**src/verilog/steer_config.svh**
```systemverilog
`ifndef STEER_CONFIG_SVH
`define STEER_CONFIG_SVH

// ----------------------------------------------------------------------
// Stream geometry
// ----------------------------------------------------------------------

// Number of output flows behind the demux
`define STEER_NUM_FLOWS 4

// Width of one stream word, header and payload alike
`define STEER_DATA_W 16

// Header length field, low bits of the header word
`define STEER_LEN_W 8

// Header destination field, sits right above the length field
// Wider than the flow select so unused destinations can be encoded
`define STEER_DEST_W 4

`endif

```
**src/verilog/steer_pkg.sv**
```systemverilog
`include "steer_config.svh"

package steer_pkg;

  // Select width, clamped to at least one bit for a single flow
  localparam int SEL_W = (`STEER_NUM_FLOWS > 1) ? $clog2(`STEER_NUM_FLOWS) : 1;

  // ----------------------------------------------------------------------
  // Vector types
  // ----------------------------------------------------------------------

  // One stream word
  typedef logic [`STEER_DATA_W-1:0] data_t;

  // Payload length, value n means n+1 payload words
  typedef logic [`STEER_LEN_W-1:0] len_t;

  // Raw destination field from the header
  typedef logic [`STEER_DEST_W-1:0] dest_t;

  // Flow select driven into the demux
  typedef logic [SEL_W-1:0] sel_t;

  // One bit per output flow
  typedef logic [`STEER_NUM_FLOWS-1:0] flow_mask_t;

  // ----------------------------------------------------------------------
  // Header parser states
  // ----------------------------------------------------------------------
  typedef enum logic [1:0] {
    S_HEAD,
    S_BODY,
    S_DROP
  } parse_state_t;

endpackage
```
**src/verilog/flow_if.sv**
```systemverilog
`timescale 1ns/1ps

// Ready/valid word channel with a last marker
// A word moves in any cycle where valid and ready are both 1
interface flow_if;

  logic              valid;
  logic              ready;
  steer_pkg::data_t  data;
  // Marks the final payload word of a packet
  logic              last;

  // Producer side
  modport src (
    output valid,
    output data,
    output last,
    input  ready
  );

  // Consumer side
  modport dst (
    input  valid,
    input  data,
    input  last,
    output ready
  );

endinterface

```
**src/verilog/beat_counter.sv**
```systemverilog
`timescale 1ns/1ps

module beat_counter (
  input  logic            clk,
  input  logic            arst_n,
  // Load from the header length field
  input  logic            load,
  input  steer_pkg::len_t len,
  // One accepted payload or discard word
  input  logic            beat,
  // Current word is the final one of the packet
  output logic            at_last
);

  // Words left after the current one
  steer_pkg::len_t count_q;

  // ----------------------------------------------------------------------
  // Down-counter
  // ----------------------------------------------------------------------
  always_ff @(posedge clk or negedge arst_n) begin
    if (!arst_n) begin
      count_q <= '0;
    end else if (load) begin
      count_q <= len;
    end else if (beat) begin
      // Wraps after the last beat, reloaded by the next header anyway
      count_q <= count_q - steer_pkg::len_t'(1);
    end
  end

  // Zero remaining means this beat closes the packet
  assign at_last = (count_q == '0);

endmodule

```
**src/verilog/flow_demux_select.sv**
```systemverilog
`timescale 1ns/1ps
`include "steer_config.svh"

module flow_demux_select (
  input  logic                                       clk,
  input  logic                                       arst_n,
  // Binary flow select, stable across a packet body
  input  steer_pkg::sel_t                            select,
  flow_if.dst                                        push,
  // Registered per-flow outputs
  output steer_pkg::flow_mask_t                      pop_valid,
  input  steer_pkg::flow_mask_t                      pop_ready,
  output steer_pkg::data_t [`STEER_NUM_FLOWS-1:0]    pop_data,
  output steer_pkg::flow_mask_t                      pop_last
);

  steer_pkg::flow_mask_t internal_valid;
  steer_pkg::flow_mask_t internal_ready;

  // ----------------------------------------------------------------------
  // Combinational steering
  // ----------------------------------------------------------------------

  // Valid reaches the selected register only
  always_comb begin
    for (int i = 0; i < `STEER_NUM_FLOWS; i++) begin
      internal_valid[i] = push.valid && (select == steer_pkg::sel_t'(i));
    end
  end

  // Ready comes back from that same register
  // Leaves a combinational path from pop_ready to push ready
  assign push.ready = internal_ready[select];

  // ----------------------------------------------------------------------
  // One forward register per flow
  // ----------------------------------------------------------------------
  // Hides the unstable demux outputs from the flow consumers
  for (genvar i = 0; i < `STEER_NUM_FLOWS; i++) begin : gen_pop_reg
    flow_reg_fwd i_flow_reg_fwd (
      .clk        (clk),
      .arst_n     (arst_n),
      .push_valid (internal_valid[i]),
      .push_ready (internal_ready[i]),
      .push_data  (push.data),
      .push_last  (push.last),
      .pop_valid  (pop_valid[i]),
      .pop_ready  (pop_ready[i]),
      .pop_data   (pop_data[i]),
      .pop_last   (pop_last[i])
    );
  end

endmodule

```
**src/verilog/flow_reg_fwd.sv**
```systemverilog
`timescale 1ns/1ps

module flow_reg_fwd (
  input  logic             clk,
  input  logic             arst_n,
  // Push side
  input  logic             push_valid,
  output logic             push_ready,
  input  steer_pkg::data_t push_data,
  input  logic             push_last,
  // Pop side
  output logic             pop_valid,
  input  logic             pop_ready,
  output steer_pkg::data_t pop_data,
  output logic             pop_last
);

  logic             valid_q;
  steer_pkg::data_t data_q;
  logic             last_q;

  // Room when empty or when the held word leaves this cycle
  assign push_ready = !valid_q || pop_ready;

  // ----------------------------------------------------------------------
  // Occupancy
  // ----------------------------------------------------------------------
  always_ff @(posedge clk or negedge arst_n) begin
    if (!arst_n) begin
      valid_q <= 1'b0;
    end else if (push_ready) begin
      valid_q <= push_valid;
    end
  end

  // Payload, written on every accepted word
  always_ff @(posedge clk) begin
    if (push_valid && push_ready) begin
      data_q <= push_data;
      last_q <= push_last;
    end
  end

  assign pop_valid = valid_q;
  assign pop_data  = data_q;
  assign pop_last  = last_q;

endmodule

```
**src/verilog/packet_fsm.sv**
```systemverilog
`timescale 1ns/1ps
`include "steer_config.svh"

module packet_fsm (
  input  logic                    clk,
  input  logic                    arst_n,
  // Input stream
  input  logic                    in_valid,
  output logic                    in_ready,
  input  steer_pkg::data_t        in_data,
  // Flow select toward the demux, held for the whole body
  output steer_pkg::sel_t         select,
  flow_if.src                     body,
  // Beat counter control
  output logic                    ctr_load,
  output steer_pkg::len_t         ctr_len,
  output logic                    ctr_beat,
  input  logic                    at_last
);

  steer_pkg::parse_state_t state_q;
  steer_pkg::parse_state_t state_d;
  steer_pkg::sel_t         sel_q;
  steer_pkg::dest_t        hdr_dest;
  logic                    hdr_valid_dest;

  // ----------------------------------------------------------------------
  // Header field decode
  // ----------------------------------------------------------------------
  assign hdr_dest       = in_data[`STEER_LEN_W +: `STEER_DEST_W];
  assign hdr_valid_dest = int'(hdr_dest) < `STEER_NUM_FLOWS;

  // Length goes straight to the counter, only sampled on load
  assign ctr_len = in_data[`STEER_LEN_W-1:0];

  // Payload path, data and last are don't-care outside the body
  assign body.data = in_data;
  assign body.last = at_last;
  assign select    = sel_q;

  // ----------------------------------------------------------------------
  // Next state and handshake
  // ----------------------------------------------------------------------
  always_comb begin
    state_d    = state_q;
    in_ready   = 1'b1;
    body.valid = 1'b0;
    ctr_load   = 1'b0;
    ctr_beat   = 1'b0;
    unique case (state_q)
      steer_pkg::S_HEAD: begin
        // Header always taken, counter loads on the same edge
        ctr_load = in_valid;
        if (in_valid) begin
          state_d = hdr_valid_dest ? steer_pkg::S_BODY : steer_pkg::S_DROP;
        end
      end
      steer_pkg::S_BODY: begin
        // Stall follows the selected flow register
        body.valid = in_valid;
        in_ready   = body.ready;
        ctr_beat   = in_valid && body.ready;
        if (ctr_beat && at_last) begin
          state_d = steer_pkg::S_HEAD;
        end
      end
      steer_pkg::S_DROP: begin
        // Swallow every word of an unroutable packet
        ctr_beat = in_valid;
        if (in_valid && at_last) begin
          state_d = steer_pkg::S_HEAD;
        end
      end
      default: begin
        state_d = steer_pkg::S_HEAD;
      end
    endcase
  end

  always_ff @(posedge clk or negedge arst_n) begin
    if (!arst_n) begin
      state_q <= steer_pkg::S_HEAD;
      sel_q   <= '0;
    end else begin
      state_q <= state_d;
      // Capture the flow on a routable header only
      if (ctr_load && hdr_valid_dest) begin
        sel_q <= steer_pkg::sel_t'(hdr_dest);
      end
    end
  end

endmodule

```
**src/verilog/packet_steer_top.sv**
```systemverilog
`timescale 1ns/1ps
`include "steer_config.svh"

module packet_steer_top (
  input  logic                                       clk,
  input  logic                                       arst_n,
  // Input packet stream, header word then payload words
  input  logic                                       in_valid,
  output logic                                       in_ready,
  input  steer_pkg::data_t                           in_data,
  // Per-flow payload streams
  output steer_pkg::flow_mask_t                      out_valid,
  input  steer_pkg::flow_mask_t                      out_ready,
  output steer_pkg::data_t [`STEER_NUM_FLOWS-1:0]    out_data,
  output steer_pkg::flow_mask_t                      out_last
);

  // ----------------------------------------------------------------------
  // Internal links
  // ----------------------------------------------------------------------

  // Payload words from the parser into the demux
  flow_if body_if ();

  steer_pkg::sel_t select;

  // Beat counter control and status
  logic            ctr_load;
  steer_pkg::len_t ctr_len;
  logic            ctr_beat;
  logic            at_last;

  // ----------------------------------------------------------------------
  // Header parser
  // ----------------------------------------------------------------------
  packet_fsm i_packet_fsm (
    .clk      (clk),
    .arst_n   (arst_n),
    .in_valid (in_valid),
    .in_ready (in_ready),
    .in_data  (in_data),
    .select   (select),
    .body     (body_if.src),
    .ctr_load (ctr_load),
    .ctr_len  (ctr_len),
    .ctr_beat (ctr_beat),
    .at_last  (at_last)
  );

  // Tracks the remaining payload words of the current packet
  beat_counter i_beat_counter (
    .clk     (clk),
    .arst_n  (arst_n),
    .load    (ctr_load),
    .len     (ctr_len),
    .beat    (ctr_beat),
    .at_last (at_last)
  );

  // ----------------------------------------------------------------------
  // Flow demux with one output register per flow
  // ----------------------------------------------------------------------
  flow_demux_select i_flow_demux_select (
    .clk       (clk),
    .arst_n    (arst_n),
    .select    (select),
    .push      (body_if.dst),
    .pop_valid (out_valid),
    .pop_ready (out_ready),
    .pop_data  (out_data),
    .pop_last  (out_last)
  );

endmodule

```
**config.mk**
```make
export PLATFORM = sky130hd
export DESIGN_NAME = packet_steer_top
export DESIGN_NICKNAME = d
export VERILOG_FILES = /design/src/verilog/steer_pkg.sv /design/src/verilog/flow_if.sv /design/src/verilog/beat_counter.sv /design/src/verilog/flow_demux_select.sv /design/src/verilog/flow_reg_fwd.sv /design/src/verilog/packet_fsm.sv /design/src/verilog/packet_steer_top.sv
export VERILOG_INCLUDE_DIRS = /design/src /design/src/verilog
export SDC_FILE = /design/constraint.sdc
export NUM_CORES = 1
export LEC_CHECK = 0
export BUFFER_PORTS_ARGS = -buffer_cell sky130_fd_sc_hd__buf_4
export CORE_MARGIN = 1.5
export CORE_UTILIZATION = 55
export CTS_BUF_LIST = sky130_fd_sc_hd__clkbuf_16
export DETAILED_ROUTE_END_ITERATION = 10
export MAX_ROUTING_LAYER = met4
export PLACE_DENSITY = 0.93
export SETUP_SLACK_MARGIN = 0.15
export SKIP_CTS_REPAIR_TIMING = 1
export SLEW_MARGIN = 20
export SYNTH_ARGS = -nofsm -noshare
export SYNTH_HDL_FRONTEND = slang
export SYNTH_HIERARCHICAL = 1
export SYNTH_SLANG_ARGS = --single-unit
export TNS_END_PERCENT = 30
```
**constraint.sdc**
```tcl
create_clock -name clk -period 3.3 [get_ports clk]
set_input_delay 0.66 -clock clk [delete_from_list [all_inputs] [get_ports clk]]
set_output_delay 0.66 -clock clk [all_outputs]
set_load 0.02 [all_outputs]
```
== Word-level counts from Yosys, hierarchy flattened ==
Index checks and enable logic that the tools add are counted.
Storage, ports and cells
  memories: 0
  bits in read-only memories: 0
  output and inout bits: 73
  logic and storage cells: 64
  input bits: 23
  bits in writable memories: 0
  bits in latches: 0
  register bits after elaboration: 84
Cells by class
  bitwise logic cells: 0
  muxes and demuxes: 13
  reduce and logical (&&, ||, !) cells: 25
  multiply operators: 0
  add/subtract/negate cells: 1
  equality and inequality tests: 8
  magnitude comparators: 2
  shift operators: 0
  div/mod/pow operators: 0
Operators with widths (count)
  2-to-1 mux 8 bit: 2
  logical AND 1 bit: 12
  logical NOT 8 bit: 1
  2-to-1 mux 2 bit: 4
  subtractor 8 x 1 -> 8 bit, second input constant: 1
  == test 2 bit, second input constant: 3
  case mux 2 bit (3 select lines): 1
  == test 2 x 1 -> 1 bit, second input constant: 2
  logical NOT 1 bit: 4
  logical NOT 2 bit: 2
  logical OR 1 bit: 4
  < comparator 4 x 3 -> 1 bit, second input constant: 1
  2-to-1 mux 1 bit: 4
  != test 2 x 1 -> 1 bit, second input constant: 2
  < comparator 2 x 3 -> 1 bit, second input constant: 1
  AND reduction 3 bit: 1
  binary-select mux 1 bit (select 2 bit): 1
  != test 2 bit, second input constant: 1
  case mux 1 bit (2 select lines): 1
  nonzero test 2 bit: 1

== Depth between registers and ports, before layout ==
  depth after elaboration: 8
  mapped depth: 7
  depth with buffers taken out: 7

== By module ==
The synthesis kept the hierarchy.
Modules (own cells, without submodules)
  flow_reg_fwd: cells each 21, times used 4, area each 564.3 um2, seq. area each 535.5 um2
  beat_counter: cells each 50, times used 1, area each 474.2 um2, seq. area each 200.2 um2
  packet_fsm: cells each 54, times used 1, area each 461.7 um2, seq. area each 100.1 um2
  flow_demux_select: cells each 5, times used 1, area each 57.6 um2, seq. area each 0.0 um2

== Worst setup path before layout ==
No wires, ideal clock.
  path kind: input to register
  start: in out_ready[1]
  end: reg i_beat_counter.count_q[5]
  setup time: 0.124 ns
  arrival: 2.359 ns
  slack: 0.818 ns
  data required time: 3.176 ns
  stages: 7
  buffers on the path: 0
  cell sequence: nand2b_4 mux4_2 a21oi_1 nor2_1 or4b_4 o31a_1 o31a_1
Between the ends
  word-level cells in the longest chain between the ends: 6
RTL lines
  start: declaration: RTL line packet_steer_top.sv:13  | input steer_pkg::flow_mask_t out_ready,
  logical OR 1 bit: RTL line flow_reg_fwd.sv:23  | assign push_ready = !valid_q || pop_ready;
  binary-select mux 1 bit (select 2 bit): RTL line flow_demux_select.sv:33  | assign push.ready = internal_ready[select];
  2-to-1 mux 1 bit (implied by the code): RTL line flow_demux_select.sv:33
  via body_if.ready: RTL line flow_if.sv:8  | logic ready;
  logical AND 1 bit: RTL line packet_fsm.sv:62  | ctr_beat = in_valid && body.ready;
  case mux 1 bit (2 select lines): RTL line packet_fsm.sv:50  | unique case (state_q)
  via ctr_beat: RTL line packet_steer_top.sv:30  | logic ctr_beat;
  nonzero test 2 bit (no source line)
  end signal: assignment: RTL line beat_counter.sv:25  | count_q <= len;
  end signal: assignment: RTL line beat_counter.sv:28  | count_q <= count_q - steer_pkg::len_t'(1);
  end: declaration: RTL line beat_counter.sv:16  | steer_pkg::len_t count_q;
The timed path passes the listed nets, and every way through them passes these cells. The select of a mux whose other input is x is not followed.
A chain may end at the register's enable or synchronous reset.

== Worst setup path in the final report ==
  start: reg i_beat_counter.count_q[3]
  end: reg i_packet_fsm.state_q[0]
Between the ends
  word-level cells in the longest chain between the ends: 4
  elaborated cells on any way between the ends: 6
  those cells by class: eq/ne: 2; reduce/logical: 4
RTL lines
  logical NOT 8 bit *: RTL line beat_counter.sv:33  | assign at_last = (count_q == '0);
  via at_last: RTL line packet_steer_top.sv:31  | logic at_last;
  logical AND 1 bit, on equally long branches: RTL line packet_fsm.sv:70, packet_fsm.sv:63
  != test 2 x 1 -> 1 bit (no source line)
  AND reduction 3 bit (no source line) *
  end signal: assignment: RTL line packet_fsm.sv:82  | state_q <= steer_pkg::S_HEAD;
  end signal: assignment: RTL line packet_fsm.sv:85  | state_q <= state_d;
  end: declaration: RTL line packet_fsm.sv:21  | steer_pkg::parse_state_t state_q;
The timed path passes the listed nets; every way through them passes the cells marked *.

==> key figures <==
Global routing
  • Vias in the first global route: 1834
  • Global-route wire length before repair: 9.91 mm
  • Grt ovf: 0
  • Initial antenna violation count: 0
  • Total GRT Usage: 23.1%
  • Pin count of the biggest net entering global routing: 19

STA
  • Final WS setup: 0.514 ns
  • Period utilisation layout: 84.4%
  • RSZ-0062 raised after global routing: false
  • Fmax achieved: 0.359 GHz
  • Final Hold Fails: 0
  • Worst Tran Pin Value: 0.928 ns
  • Pins Over Slew Limit: 0
  • Setup violators final: 0
  • Clock Skew: 0.00733 ns
  • Setup TNS Final: 0 ns
  • Clock period minus worst slack: 2.79 ns
  • Relative slew slack: 37.2%

Floorplan
  • Die height: 79.9 µm
  • Die W: 79.9 µm
  • Core Rows: 27
  • Ports: 96
  • Core Region: 5610 µm²
  • Starting Density: 58.0%
  • Die Footprint: 6380 µm²

Yosys
  • Syn avg cell area: 16.8 µm²
  • Yosys warns: 6
  • Post-synthesis cell area: 3250 µm²
  • Cells after Synth: 193
  • Syn nets: 221
  • Top-area cell type share of the netlist area: 62.8%
  • Largest area contributor in the netlist: edfxtp_1
  • Register bit total from synthesis: 84
  • Distinct cells, synth: 35
  • Area contributors post-synth: edfxtp_1 (63%), dfrtp_1 (12%), buf_4 (6.0%), ha_1 (1.9%), nand2b_4 (1.7%)
  • Seq/Total Area, Yosys: 75.1%

Job
  • Max-Cap Viols: 0

Critical path
  • Worst EP required: 3.52 ns
  • Arrival time worst endpoint: 3.00 ns
  • Crit. End Element: flop
  • Crit path max fanout: 6
  • Critical Path Slowest Stage Cell: nor4b_1
  • Crit path launch type: flop
  • Critical path type: flop to flop
  • Cell chain of the critical path: or4_1 -> nor4b_1 -> nand2_1 -> a211o_1 -> a32o_1
  • CP Depth: 5
  • Buf/Inv on CP: 0
  • CP top delay family: simple AND/OR/NAND/NOR gates
  • FF-to-FF path depth: 5
  • Critical Path Max Stage Delay: 0.80 ns

Finish
  • Antenna diodes: 0
  • Area delta synth->final: 27.5%
  • Fin nets: 301
  • Fillers: 316
  • Fraction of layout cells with a size suffix above 1: 45.3%

Route
  • Routed vias: 1877
  • 1st-iter DRT viols: 169
  • Residual DRC count: 0
  • Wirelength per Cell: 19.1 µm
  • Antenna-violating nets left: 0
  • Routed Wire Length: 6.69 mm
  • TritonRoute pass-1 iters: 4
  • Via density: 5.36

Run status
  • Status: complete, no violations

Power and ir drop
  • Power Dens Cells: 661 nW/µm²
  • VDD IR max: 0.374 mV
  • Static leakage: 1.67 nW

Clock tree
  • CTS sink cnt: 84
  • Clock Root Buffer: clkbuf_16
  • Worst-path clk slew: 0.06 ns
  • Longest Clk Path Bufs: 2
  • Worst-Skew Late Latency: 0.33 ns
  • Max H-tree Level: 3
  • CTS tree: done
  • CTS Buf Count: 9

Place
  • GP Congestion: 0.823
  • Dpl ws: 0.564 ns
  • Placed wire-length estimate: 4.52 mm
  • Number of port buffers: 95

Min path
  • Type of the worst min-delay path: input port to async pin
synth_stat cells:
cell type	instances
and2_4	4
and3b_2	2
nor2b_1	3
nor3b_1	1
nor2_1	3
or4_1	3
xor2_1	2
o31a_1	2
nand3_1	2
o21ai_0	8
nor3_2	1
or2b_1	1
edfxtp_1	68
nor4_1	1
nor4b_1	1
xnor2_1	2
or4b_4	1
buf_4	26
a21oi_1	2
mux4_2	1
a211o_1	1
inv_1	6
and4bb_2	1
nand2b_1	5
dfrtp_1	16
ha_1	5
a32o_1	2
or3_2	1
nand3b_1	1
nand2b_4	4
nand2_1	12
or3_1	1
and3_2	1
and2_2	1
mux2_2	2
layout make-up:
cell class	count	area [µm²]	area share [%]
Clock buffer	9	225	5.43
Sequential cell	84	2440	58.9
Timing Repair Buffer	95	713	17.2
Clock inverter	7	61.3	1.48
Tap cell	72	90.1	2.17
Inverter	6	22.5	0.543
Multi-Input combinational cell	77	591	14.2
cells in the final DEF (no fill, tap or decap), types with 2 or more instances in the layout:
cell,instances
buf_4,95
edfxtp_1,68
dfrtp_1,16
nand2_1,12
clkbuf_16,9
inv_1,9
o21ai_0,8
nand2b_1,5
ha_1,5
nand2b_4,4
and2_4,4
or4_1,3
nor2b_1,3
nor2_1,3
xor2_1,2
xnor2_1,2
nand3_1,2
o31a_1,2
and3b_2,2
a21oi_1,2
mux2_2,2
a32o_1,2
state kept, by name, summed over array words and instances, names as in the netlist:
name / flops
i_beat_counter/count_q: 8
i_flow_demux_select/gen_pop.i_flow_reg_fwd/pop_last: 4
i_flow_demux_select/gen_pop.i_flow_reg_fwd/pop_data: 64
i_packet_fsm/state_q: 2
i_flow_demux_select/gen_pop.i_flow_reg_fwd/pop_valid: 4
i_packet_fsm/select: 2
through the flow:
stage | total power [mW] | hold slack, ns | cells | cell area [µm²] | util (%)
after detailed placement | 1.80 | 0.535 | 334 | 3860 | 68.8
final | 2.74 | 0.182 | 350 | 4150 | 73.9
after floorplan | 1.67 | 0.364 | 193 | 3250 | -
after global routing | 2.85 | 0.191 | 350 | 4150 | 73.9
after global placement | 1.77 | 0.529 | 334 | 3860 | 68.8
after CTS | 2.75 | 0.181 | 350 | 4150 | 73.9
kinds of logic after synthesis:
kind of cell               count (synthesis)  synth area share [%]
and+or+nand+nor                           50                  10.8
adders and majority gates                  5                  1.92
xor gates and xnor gates                   4                  1.08
AOI/OAI and AO/OA                         15                  2.96
buffers and inverters                     32                  6.70
DFF                                       84                  75.1
muxes                                      3                  1.39
worst paths after layout:
check,start,slack [ns],end
max reg2reg,i_beat_counter/count_q[3],0.51,i_packet_fsm/state_q[0]
max,i_beat_counter/count_q[3],0.51,i_packet_fsm/state_q[0]
min reg2reg,flop,0.55,flop
min in group clk,in_data[12],0.53,flop
min,arst_n,0.18,async pin
max in group asynchronous,arst_n,2.92,i_beat_counter/count_q[4]
power breakdown:
group / switching [mW] / internal [mW] / total [mW]
sequential: 0.0968 / 1.26 / 1.36
combinational: 0.243 / 0.198 / 0.441
clock: 0.368 / 0.575 / 0.943
total: 0.708 / 2.03 / 2.74
per-layer routing:
metal	track usage, %	wire, µm	up-vias
met3	5.94	340	16
met2	38.1	3620	83
met4	12.2	184	0
met5	-	0	-
met1	26.1	2550	938
li1	-	-	840
worst register-to-register path, cell delays in order (launching register included):
cell	delay, ns
dfrtp_1	0.44
or4_1	0.62
nor4b_1	0.80
nand2_1	0.20
a211o_1	0.36
a32o_1	0.25
(Power assumes the default switching activity.)
